<file path="config.mk">
export PLATFORM = sky130hd
export DESIGN_NAME = riscv_core
export DESIGN_NICKNAME = d
export VERILOG_FILES = /design/src/logic/riscv_pkg.sv /design/src/logic/instr_buffer.sv /design/src/logic/decode_stage.sv /design/src/logic/reg_file.sv /design/src/logic/exec_stage.sv /design/src/logic/store_queue.sv /design/src/logic/riscv_core.sv
export SDC_FILE = /design/constraint.sdc
export NUM_CORES = 2
export LEC_CHECK = 0
export BUFFER_PORTS_ARGS = -buffer_cell sky130_fd_sc_hd__buf_2
export CAP_MARGIN = 20
export CORE_MARGIN = 1
export CORE_UTILIZATION = 40
export DETAILED_ROUTE_END_ITERATION = 12
export HOLD_SLACK_MARGIN = 0.05
export MAX_ROUTING_LAYER = met4
export PLACE_DENSITY_LB_ADDON = 0.05
export REMOVE_ABC_BUFFERS = 1
export SLEW_MARGIN = 30
export SYNTH_ARGS = -nofsm -noshare
export SYNTH_HDL_FRONTEND = slang
export SYNTH_SLANG_ARGS = --single-unit
</file>
<file path="constraint.sdc">
create_clock -name clk -period 5.4 [get_ports clk]
set_clock_uncertainty 0.2 [all_clocks]
set_input_delay 0.54 -clock clk [delete_from_list [all_inputs] [get_ports clk]]
set_output_delay 0.54 -clock clk [all_outputs]
set_load 0.05 [all_outputs]
</file>
<file path="src/logic/riscv_pkg.sv">
// Core widths and depths, opcode and funct codes, ALU ops, instruction formats, stage structs
package riscv_pkg;

    //////////////////////////////////////////////////////////////////////
    // Widths, depths, credits
    //////////////////////////////////////////////////////////////////////
    localparam int XLEN          = 32;                         // Data and address width
    localparam int REG_ADDR_W    = 5;                          // x0..x31
    localparam int FETCH_DEPTH   = 4;                          // Sender starts with this many credits
    localparam int FETCH_AW      = $clog2(FETCH_DEPTH);        // Buffer index width
    localparam int STORE_DEPTH   = 4;                          // Store queue entries
    localparam int STORE_AW      = $clog2(STORE_DEPTH);        // Queue index width
    localparam int STORE_CREDITS = 2;                          // Receiver slots
    localparam int CREDIT_W      = $clog2(STORE_CREDITS + 1);  // Holds 0..STORE_CREDITS

    // Opcodes
    localparam logic [6:0] OPC_OP     = 7'b0110011;  // Reg-reg ALU
    localparam logic [6:0] OPC_OP_IMM = 7'b0010011;  // Reg-imm ALU
    localparam logic [6:0] OPC_STORE  = 7'b0100011;  // SW is the only store kept

    // funct3 / funct7
    localparam logic [2:0] F3_ADD  = 3'b000;
    localparam logic [2:0] F3_SLT  = 3'b010;
    localparam logic [2:0] F3_SLTU = 3'b011;
    localparam logic [2:0] F3_XOR  = 3'b100;
    localparam logic [2:0] F3_OR   = 3'b110;
    localparam logic [2:0] F3_AND  = 3'b111;
    localparam logic [2:0] F3_SW   = 3'b010;  // Shares SLT's code under the store opcode
    localparam logic [6:0] F7_SUB  = 7'b0100000;

    typedef enum logic [2:0] {
        ALU_ADD, ALU_SUB, ALU_AND, ALU_OR, ALU_XOR, ALU_SLT, ALU_SLTU
    } alu_op_e;

    //////////////////////////////////////////////////////////////////////
    // Instruction word, three field layouts
    //////////////////////////////////////////////////////////////////////
    typedef struct packed {
        logic [6:0]            funct7;
        logic [REG_ADDR_W-1:0] rs2;
        logic [REG_ADDR_W-1:0] rs1;
        logic [2:0]            funct3;
        logic [REG_ADDR_W-1:0] rd;
        logic [6:0]            opcode;
    } r_type_t;

    typedef struct packed {
        logic [11:0]           imm;     // Sign bit at [11]
        logic [REG_ADDR_W-1:0] rs1;
        logic [2:0]            funct3;
        logic [REG_ADDR_W-1:0] rd;
        logic [6:0]            opcode;
    } i_type_t;

    typedef struct packed {
        logic [6:0]            imm_hi;  // imm[11:5]
        logic [REG_ADDR_W-1:0] rs2;
        logic [REG_ADDR_W-1:0] rs1;
        logic [2:0]            funct3;
        logic [4:0]            imm_lo;  // imm[4:0]
        logic [6:0]            opcode;
    } s_type_t;

    typedef union packed {
        r_type_t r;
        i_type_t i;
        s_type_t s;
    } instr_u;

    //////////////////////////////////////////////////////////////////////
    // Stage-to-stage bundles
    //////////////////////////////////////////////////////////////////////
    typedef struct packed {
        logic   valid;
        instr_u instr;
    } instr_in_t;

    typedef struct packed {
        logic                  valid;
        alu_op_e               alu_op;
        logic [XLEN-1:0]       op_a;        // rs1 value
        logic [XLEN-1:0]       op_b;        // rs2 value or immediate
        logic [REG_ADDR_W-1:0] rd;
        logic                  rd_we;
        logic                  is_store;
        logic [XLEN-1:0]       store_data;  // rs2 value for SW
    } dec_op_t;

    typedef struct packed {
        logic                  en;
        logic [REG_ADDR_W-1:0] addr;
        logic [XLEN-1:0]       data;
    } rf_wr_t;

    typedef struct packed {
        logic            valid;
        logic [XLEN-1:0] addr;
        logic [XLEN-1:0] data;
    } store_t;

endpackage

</file>
<file path="src/logic/instr_buffer.sv">
// Instruction FIFO on the input side, returns one credit per word popped
`timescale 1ns/1ps

module instr_buffer (
    input  logic                 clk,
    input  logic                 arst_n,
    input  riscv_pkg::instr_in_t instr_in,
    input  logic                 take,          // Decode pops head
    output riscv_pkg::instr_in_t head,
    output logic                 instr_credit
);

    riscv_pkg::instr_u                mem [riscv_pkg::FETCH_DEPTH];  // Word storage
    logic [riscv_pkg::FETCH_AW:0]     wr_ptr;   // Extra MSB tells full from empty
    logic [riscv_pkg::FETCH_AW:0]     rd_ptr;
    logic                             empty;
    logic                             full;
    logic                             pop;

    assign empty = (wr_ptr == rd_ptr);
    assign full  = (wr_ptr[riscv_pkg::FETCH_AW] != rd_ptr[riscv_pkg::FETCH_AW]) &&
                   (wr_ptr[riscv_pkg::FETCH_AW-1:0] == rd_ptr[riscv_pkg::FETCH_AW-1:0]);
    assign pop   = take && !empty;

    assign head.valid   = !empty;                                   // Word waiting
    assign head.instr   = mem[rd_ptr[riscv_pkg::FETCH_AW-1:0]];
    assign instr_credit = pop;                                      // Credit back same cycle

    // Write port
    always_ff @(posedge clk) begin
        if (instr_in.valid && !full) begin
            mem[wr_ptr[riscv_pkg::FETCH_AW-1:0]] <= instr_in.instr;
        end
    end

    always_ff @(posedge clk or negedge arst_n) begin
        if (!arst_n) begin
            wr_ptr <= '0;
            rd_ptr <= '0;
        end else begin
            if (instr_in.valid && !full) wr_ptr <= wr_ptr + 1'b1;  // Sender never overruns
            if (pop)                     rd_ptr <= rd_ptr + 1'b1;
        end
    end

endmodule

</file>
<file path="src/logic/decode_stage.sv">
// Decode stage: instruction field decode, operand read with forwarding, decoded-op register
`timescale 1ns/1ps

module decode_stage (
    input  logic                             clk,
    input  logic                             arst_n,
    input  riscv_pkg::instr_in_t             head,
    output logic                             take,
    input  logic                             ready,     // Execute accepts next op
    output logic [riscv_pkg::REG_ADDR_W-1:0] rs1_addr,
    output logic [riscv_pkg::REG_ADDR_W-1:0] rs2_addr,
    input  logic [riscv_pkg::XLEN-1:0]       rs1_data,
    input  logic [riscv_pkg::XLEN-1:0]       rs2_data,
    input  riscv_pkg::rf_wr_t                fwd,       // Execute's write this cycle
    output riscv_pkg::dec_op_t               dec_op
);

    riscv_pkg::instr_u          ins;
    logic [riscv_pkg::XLEN-1:0] src1;     // rs1 after forwarding
    logic [riscv_pkg::XLEN-1:0] src2;
    logic [riscv_pkg::XLEN-1:0] imm_i;
    logic [riscv_pkg::XLEN-1:0] imm_s;
    logic                       alu_ok;   // funct3 is one we support
    riscv_pkg::dec_op_t         nxt;

    assign ins      = head.instr;
    assign take     = head.valid && ready;
    assign rs1_addr = ins.r.rs1;          // Same bits in all three formats
    assign rs2_addr = ins.r.rs2;

    // Bypass execute's write that is not yet in the file
    assign src1 = (fwd.en && fwd.addr != '0 && fwd.addr == rs1_addr) ? fwd.data : rs1_data;
    assign src2 = (fwd.en && fwd.addr != '0 && fwd.addr == rs2_addr) ? fwd.data : rs2_data;

    assign imm_i = {{(riscv_pkg::XLEN-12){ins.i.imm[11]}}, ins.i.imm};
    assign imm_s = {{(riscv_pkg::XLEN-12){ins.s.imm_hi[6]}}, ins.s.imm_hi, ins.s.imm_lo};

    always_comb begin
        nxt            = '0;
        nxt.valid      = head.valid;
        nxt.op_a       = src1;
        nxt.op_b       = src2;
        nxt.rd         = ins.r.rd;
        nxt.store_data = src2;
        nxt.alu_op     = riscv_pkg::ALU_ADD;
        alu_ok         = 1'b1;
        case (ins.r.funct3)
            riscv_pkg::F3_ADD:  nxt.alu_op = (ins.r.opcode == riscv_pkg::OPC_OP &&
                                              ins.r.funct7 == riscv_pkg::F7_SUB) ?
                                             riscv_pkg::ALU_SUB : riscv_pkg::ALU_ADD;
            riscv_pkg::F3_SLT:  nxt.alu_op = riscv_pkg::ALU_SLT;
            riscv_pkg::F3_SLTU: nxt.alu_op = riscv_pkg::ALU_SLTU;
            riscv_pkg::F3_XOR:  nxt.alu_op = riscv_pkg::ALU_XOR;
            riscv_pkg::F3_OR:   nxt.alu_op = riscv_pkg::ALU_OR;
            riscv_pkg::F3_AND:  nxt.alu_op = riscv_pkg::ALU_AND;
            default:            alu_ok     = 1'b0;  // Shifts are not kept
        endcase
        case (ins.r.opcode)
            riscv_pkg::OPC_OP:     nxt.rd_we = alu_ok;
            riscv_pkg::OPC_OP_IMM: begin
                nxt.op_b  = imm_i;
                nxt.rd_we = alu_ok;
            end
            riscv_pkg::OPC_STORE:  begin
                nxt.op_b     = imm_s;                  // Address = rs1 + imm
                nxt.alu_op   = riscv_pkg::ALU_ADD;
                nxt.is_store = (ins.s.funct3 == riscv_pkg::F3_SW);
            end
            default: ;                                 // Retires as a no-op
        endcase
    end

    // Hold while execute is stalled
    always_ff @(posedge clk or negedge arst_n) begin
        if (!arst_n) begin
            dec_op <= '0;
        end else if (ready) begin
            dec_op <= nxt;
        end
    end

endmodule

</file>
<file path="src/logic/reg_file.sv">
// 32-entry integer register file, x0 fixed at zero, two combinational read ports
`timescale 1ns/1ps

module reg_file (
    input  logic                             clk,
    input  logic                             arst_n,
    input  logic [riscv_pkg::REG_ADDR_W-1:0] rs1_addr,
    input  logic [riscv_pkg::REG_ADDR_W-1:0] rs2_addr,
    output logic [riscv_pkg::XLEN-1:0]       rs1_data,
    output logic [riscv_pkg::XLEN-1:0]       rs2_data,
    input  riscv_pkg::rf_wr_t                wr        // From execute
);

    logic [riscv_pkg::XLEN-1:0] regs [1:31];  // Storage for x1..x31 only

    // All registers start at zero
    always_ff @(posedge clk or negedge arst_n) begin
        if (!arst_n) begin
            for (int i = 1; i < 32; i++) begin
                regs[i] <= '0;
            end
        end else if (wr.en && wr.addr != '0) begin  // x0 writes dropped
            regs[wr.addr] <= wr.data;
        end
    end

    // Pending write shows up only after the next edge
    assign rs1_data = (rs1_addr == '0) ? '0 : regs[rs1_addr];
    assign rs2_data = (rs2_addr == '0) ? '0 : regs[rs2_addr];

endmodule

</file>
<file path="src/logic/exec_stage.sv">
// Execute stage: ALU, store address, register write and store hand-off to the queue
`timescale 1ns/1ps

module exec_stage (
    input  logic               clk,
    input  logic               arst_n,
    input  riscv_pkg::dec_op_t dec_op,
    output logic               ready,    // Low only for a blocked store
    output riscv_pkg::rf_wr_t  wr,
    output riscv_pkg::store_t  push,
    input  logic               sq_full
);

    logic [riscv_pkg::XLEN-1:0] result;
    logic                       blocked;  // Store with no room in queue

    always_comb begin
        case (dec_op.alu_op)
            riscv_pkg::ALU_SUB:  result = dec_op.op_a - dec_op.op_b;
            riscv_pkg::ALU_AND:  result = dec_op.op_a & dec_op.op_b;
            riscv_pkg::ALU_OR:   result = dec_op.op_a | dec_op.op_b;
            riscv_pkg::ALU_XOR:  result = dec_op.op_a ^ dec_op.op_b;
            riscv_pkg::ALU_SLT:  result = {{(riscv_pkg::XLEN-1){1'b0}},
                                           $signed(dec_op.op_a) < $signed(dec_op.op_b)};
            riscv_pkg::ALU_SLTU: result = {{(riscv_pkg::XLEN-1){1'b0}},
                                           dec_op.op_a < dec_op.op_b};
            default:             result = dec_op.op_a + dec_op.op_b;  // ADD and store address
        endcase
    end

    assign blocked = dec_op.valid && dec_op.is_store && sq_full;
    assign ready   = !blocked;

    assign wr.en   = dec_op.valid && dec_op.rd_we && ready;
    assign wr.addr = dec_op.rd;
    assign wr.data = result;

    assign push.valid = dec_op.valid && dec_op.is_store && !sq_full;
    assign push.addr  = result;
    assign push.data  = dec_op.store_data;

endmodule

</file>
<file path="src/logic/store_queue.sv">
// Store FIFO on the output side with a credit counter toward the receiver
`timescale 1ns/1ps

module store_queue (
    input  logic              clk,
    input  logic              arst_n,
    input  riscv_pkg::store_t push,
    output logic              sq_full,
    output riscv_pkg::store_t store_out,
    input  logic              data_credit   // One slot freed downstream
);

    logic [riscv_pkg::XLEN-1:0]     addr_mem [riscv_pkg::STORE_DEPTH];
    logic [riscv_pkg::XLEN-1:0]     data_mem [riscv_pkg::STORE_DEPTH];
    logic [riscv_pkg::STORE_AW:0]   wr_ptr;      // Extra MSB for wrap
    logic [riscv_pkg::STORE_AW:0]   rd_ptr;
    logic                           empty;
    logic                           pop;
    logic [riscv_pkg::CREDIT_W-1:0] credit_cnt;  // Free receiver slots

    assign empty   = (wr_ptr == rd_ptr);
    assign sq_full = (wr_ptr[riscv_pkg::STORE_AW] != rd_ptr[riscv_pkg::STORE_AW]) &&
                     (wr_ptr[riscv_pkg::STORE_AW-1:0] == rd_ptr[riscv_pkg::STORE_AW-1:0]);
    assign pop     = !empty && (credit_cnt != '0);  // Send only with a credit

    assign store_out.valid = pop;
    assign store_out.addr  = addr_mem[rd_ptr[riscv_pkg::STORE_AW-1:0]];
    assign store_out.data  = data_mem[rd_ptr[riscv_pkg::STORE_AW-1:0]];

    always_ff @(posedge clk) begin
        if (push.valid && !sq_full) begin
            addr_mem[wr_ptr[riscv_pkg::STORE_AW-1:0]] <= push.addr;
            data_mem[wr_ptr[riscv_pkg::STORE_AW-1:0]] <= push.data;
        end
    end

    //////////////////////////////////////////////////////////////////////
    // Pointers and credits
    //////////////////////////////////////////////////////////////////////
    always_ff @(posedge clk or negedge arst_n) begin
        if (!arst_n) begin
            wr_ptr     <= '0;
            rd_ptr     <= '0;
            credit_cnt <= riscv_pkg::STORE_CREDITS[riscv_pkg::CREDIT_W-1:0];  // All slots free
        end else begin
            if (push.valid && !sq_full) wr_ptr <= wr_ptr + 1'b1;
            if (pop)                    rd_ptr <= rd_ptr + 1'b1;
            case ({pop, data_credit})
                2'b10:   credit_cnt <= credit_cnt - 1'b1;  // Spent one
                2'b01:   credit_cnt <= credit_cnt + 1'b1;  // Got one back
                default: ;                                 // Both or neither cancel out
            endcase
        end
    end

endmodule

</file>
<file path="src/logic/riscv_core.sv">
// RV32I subset core top: instruction buffer, decode, register file, execute and store queue
`timescale 1ns/1ps

module riscv_core (
    input  logic                clk,
    input  logic                arst_n,
    input  riscv_pkg::instr_in_t instr_in,     // Credit-based instruction stream
    output logic                instr_credit,  // One pulse per word handed to decode
    output riscv_pkg::store_t   store_out,     // One valid cycle per store
    input  logic                data_credit    // Receiver freed a slot
);

    riscv_pkg::instr_in_t           head;      // Buffer head toward decode
    logic                           take;
    logic                           ready;     // Execute can accept
    logic [riscv_pkg::REG_ADDR_W-1:0] rs1_addr;
    logic [riscv_pkg::REG_ADDR_W-1:0] rs2_addr;
    logic [riscv_pkg::XLEN-1:0]     rs1_data;
    logic [riscv_pkg::XLEN-1:0]     rs2_data;
    riscv_pkg::dec_op_t             dec_op;
    riscv_pkg::rf_wr_t              rf_wr;     // Also the forward path
    riscv_pkg::store_t              push;
    logic                           sq_full;

    instr_buffer instr_buffer (
        .clk          (clk),
        .arst_n       (arst_n),
        .instr_in     (instr_in),
        .take         (take),
        .head         (head),
        .instr_credit (instr_credit)
    );

    decode_stage decode_stage (
        .clk      (clk),
        .arst_n   (arst_n),
        .head     (head),
        .take     (take),
        .ready    (ready),
        .rs1_addr (rs1_addr),
        .rs2_addr (rs2_addr),
        .rs1_data (rs1_data),
        .rs2_data (rs2_data),
        .fwd      (rf_wr),
        .dec_op   (dec_op)
    );

    reg_file reg_file (
        .clk      (clk),
        .arst_n   (arst_n),
        .rs1_addr (rs1_addr),
        .rs2_addr (rs2_addr),
        .rs1_data (rs1_data),
        .rs2_data (rs2_data),
        .wr       (rf_wr)
    );

    exec_stage exec_stage (
        .clk     (clk),
        .arst_n  (arst_n),
        .dec_op  (dec_op),
        .ready   (ready),
        .wr      (rf_wr),
        .push    (push),
        .sq_full (sq_full)
    );

    store_queue store_queue (
        .clk         (clk),
        .arst_n      (arst_n),
        .push        (push),
        .sq_full     (sq_full),
        .store_out   (store_out),
        .data_credit (data_credit)
    );

endmodule

</file>
==> results.ini <==
[floorplanning]
rows=160
start_util_pct=40.35
coreArea_mm2=0.1906
die_x_um=440.5
die_height_um=440.5
die-area_mm2=0.1940
pin_count=102

[clock_network]
htree_num_levels=4
root_buffer=clkbuf_16
cts_resized=0
clkSlewWorstSetupHoldPaths_ns=0.06
clkLatencyLatePin_ns=0.83
cts_tree=done
clock-sinks=1497
holdBufCountCts=37
clock_path_buffers=3
numCtsBuffers=170
postCtsSetupBuffers=0

[timing]
max_slew.worst_pin.slew_ns=1.083
slew_headroom_pct=27.50
fin_ws_ns=0.3806
layout_min_cycle_time_ns=5.019
hold_violations=0
max_freq_mhz=199.2
setup_viol=0
drv_slew=0
rsz0062_at_grt=no
finalCritPeriodShare_pct=92.95

[critical_path]
critical_path_class=reg -> reg
crit_chain=mux4_4 > buf_12 > buf_12 > mux4_2 > nor2b_1 > a31oi_1 > a21oi_1 > buf_4 > a211oi_1 > a21oi_1
cp_num_cells=10
cp-start-kind=register
slowest_stage=dfrtp_2
slowest_delay_ns=0.75
reg2reg_depth=10
worstSetupEndpointType=register
cpLargestDelayFamily=compound AO/OA/AOI/OAI gates
cp_max_fo=62
crit_buf_inv=3
cp.required_ns=5.87
arrival_ns=5.49

[grt]
use_met3_pct=4.565
grt_max_degree=149
grt_first_pass_wirelength_um=416000
grt_usage_pct=30.35
grt_overflow_total=0
grt_pass1_vias=57050
top_usage_layer=met2
grt_util_met2_pct=44.80
antenna_found_initial=12
met1_usage_pct=43.09

[synth]
synth_edf_count=384
synthFlopType=dfrtp_1
ys_ff_latch=1497
syn-instance-count=7185
syn_area_mm2=0.07690
ys_types=93
avgSynthCellArea_um2=10.70
yosysSeqAreaShare_pct=51.22
yosys_warnings=0
async_flop_share_pct=74.35

[pwr]
combPwrFrac_pct=52.5
pwr-share-clk_pct=19.7
internal_power_mw=31.74
netSwitchingFraction_pct=47.68
powerDensity_mw_per_mm2=699.0
vdd_drop_max_uv=592.9
pwr-share-seq_pct=27.8
switchingPower_mw=28.93
p_leak_nw=35.02

[routing]
wire_per_inst_um=29.17
viasPerCell=5.997
drtIter0Drc=6054
num_vias=58540
firstDrtPassIters=6
drc=0
route.antenna.remaining_nets=0
wl_um=284700

[cells_and_area]
drive_gt1_share_pct=17.17
syn_to_final_growth_pct=12.87
final_nets=7261
stdcell_area_mm2=0.08679

[place]
port_buffers=101
post_dp_cell_area_mm2=0.08073
place_ws_ns=0.4916
hpwl_um=182500
gp_congestion=0.9121

[hold_path]
hold_class=in -> reg
whs_path_depth=2

[job]
drv_cap=0

[status]
outcome=finished clean

## power groups by stage
stage               clock network (mW)  logic [mW]  registers [mW]
detailed placement                   0        31.4            17.0
finish                            11.9        31.8            16.9
floorplan                            0        17.2            16.6
global placement                     0        31.3            16.9
CTS                               12.2        31.4            16.8
global route                      12.6        33.5            17.2
## final cells by class
class / count / area [µm²]
Antenna cell: 5 / 12.51
Clock buffer: 242 / 4910
Clock inverter: 59 / 748.2
Fill cell: 17920 / 103800
Inverter: 136 / 510.5
Multi-Input combinational cell: 4912 / 34650
Sequential cell: 1497 / 39400
Tap cell: 2511 / 3142
Timing Repair Buffer: 399 / 3426
## worst paths after layout
kind	startpoint	end	slack, ns
min in group asynchronous	arst_n	reg_file.regs[45]$_DFFE_PN0P_	0.52
worst max register to register	instr_buffer.rd_ptr[1]$_DFFE_PN0P_	decode_stage.dec_op[17]$_DFFE_PN0N_	0.38
worst min-delay path	instr_in[7]	instr_buffer.mem[2][7]$_DFFE_PP_	0.27
max in group asynchronous	arst_n	reg_file.regs[549]$_DFFE_PN0P_	2.92
worst max-delay path	instr_buffer.rd_ptr[1]$_DFFE_PN0P_	decode_stage.dec_op[17]$_DFFE_PN0N_	0.38
worst min register to register	decode_stage.dec_op[33]$_DFFE_PN0N_	decode_stage.dec_op[33]$_DFFE_PN0N_	0.28
## registers in the layout, summed over array words and instances, names as in the netlist
| signal | count |
|---|---|
| store_queue.wr_ptr | 3 |
| store_queue.addr_mem | 128 |
| instr_buffer.wr_ptr | 3 |
| store_queue.rd_ptr | 3 |
| reg_file.regs | 992 |
| instr_buffer.mem | 128 |
| store_queue.credit_cnt | 2 |
| instr_buffer.rd_ptr | 3 |
| decode_stage.dec_op | 107 |
| store_queue.data_mem | 128 |
## placed cells by master, fill, tap and decap left out, drive strengths merged, types with 35 or more instances in the layout
| cell | instances |
|---|---|
| nand2 | 1636 |
| dfrtp | 1112 |
| o21ai | 1066 |
| mux4 | 485 |
| edfxtp | 384 |
| buf | 363 |
| a21oi | 317 |
| clkbuf | 242 |
| nor2 | 240 |
| inv | 147 |
| ha | 107 |
| nand3 | 79 |
| a31oi | 77 |
| mux2i | 74 |
| and3 | 69 |
| a211oi | 66 |
| nor3 | 57 |
| o221ai | 40 |
| a311oi | 40 |
| dlygate4sd3 | 36 |
| a22oi | 36 |
| and2 | 35 |
## cell usage after synthesis, drive strengths merged, types with 15 or more instances
cell type	count	area, µm²
and2	35	219.0
o221ai	40	350.3
xnor2	19	173.9
o211ai	26	200.2
mux2i	74	740.7
inv	136	510.5
o21a	17	127.6
o21ai	1066	5335
a211oi	66	500.5
a221o	16	160.2
nand2	1636	6148
a311oi	40	350.3
a31oi	77	481.7
a221oi	24	210.2
a21o	17	127.6
o31ai	19	142.6
ha	107	1339
nor4	15	93.84
nor2	240	900.9
dfrtp	1112	27830
nor2b	28	175.2
or3	17	106.4
edfxtp	384	11530
a21oi	317	1587
mux4	485	10930
buf	178	960.9
a2111oi	16	160.2
a22oi	36	270.3
mux2	26	292.8
and3	69	431.7
nand3	79	395.4
nor3	57	285.3
nand2b	29	181.4
o22ai	31	200.2
clkbuf	462	1739
## per-stage QoR
step	hold slack [ns]	utilization (%)	total power, mW	std cells	TNS (ns)
2_1_floorplan	0.04441	-	33.74	6545	-799.52
3_3_place_gp	0.2694	42.34	48.22	9417	0
3_5_place_dp	0.2710	42.36	48.37	9418	0
4_1_cts	0.2021	45.53	60.44	9756	0
5_1_grt	0.2523	45.54	63.34	9758	0
6_report	0.2710	45.54	60.67	9761	0
## per-layer routing
metal / up-vias / part of all wire (%) / routed length [µm]
met4: 0 / 3.3 / 9495
met2: 2192 / 45 / 127700
li1: 25930 / - / -
met5: - / 0 / 0
met1: 29960 / 45 / 127300
met3: 467 / 7.1 / 20180
## cells by family (layout without fill, tap and decap cells)
group | Yosys count | count (layout) | synth area share [%]
simple gates | 2252 | 2252 | 12.10
compound gates | 1934 | 1934 | 14.78
flops | 1497 | 1497 | 51.22
buf+inv | 776 | 836 | 4.175
mux | 585 | 585 | 15.56
fa+ha+maj | 109 | 109 | 1.793
xor+xnor | 32 | 32 | 0.3742
other cells | 0 | 5 | 0
(Power assumes the default switching activity.)
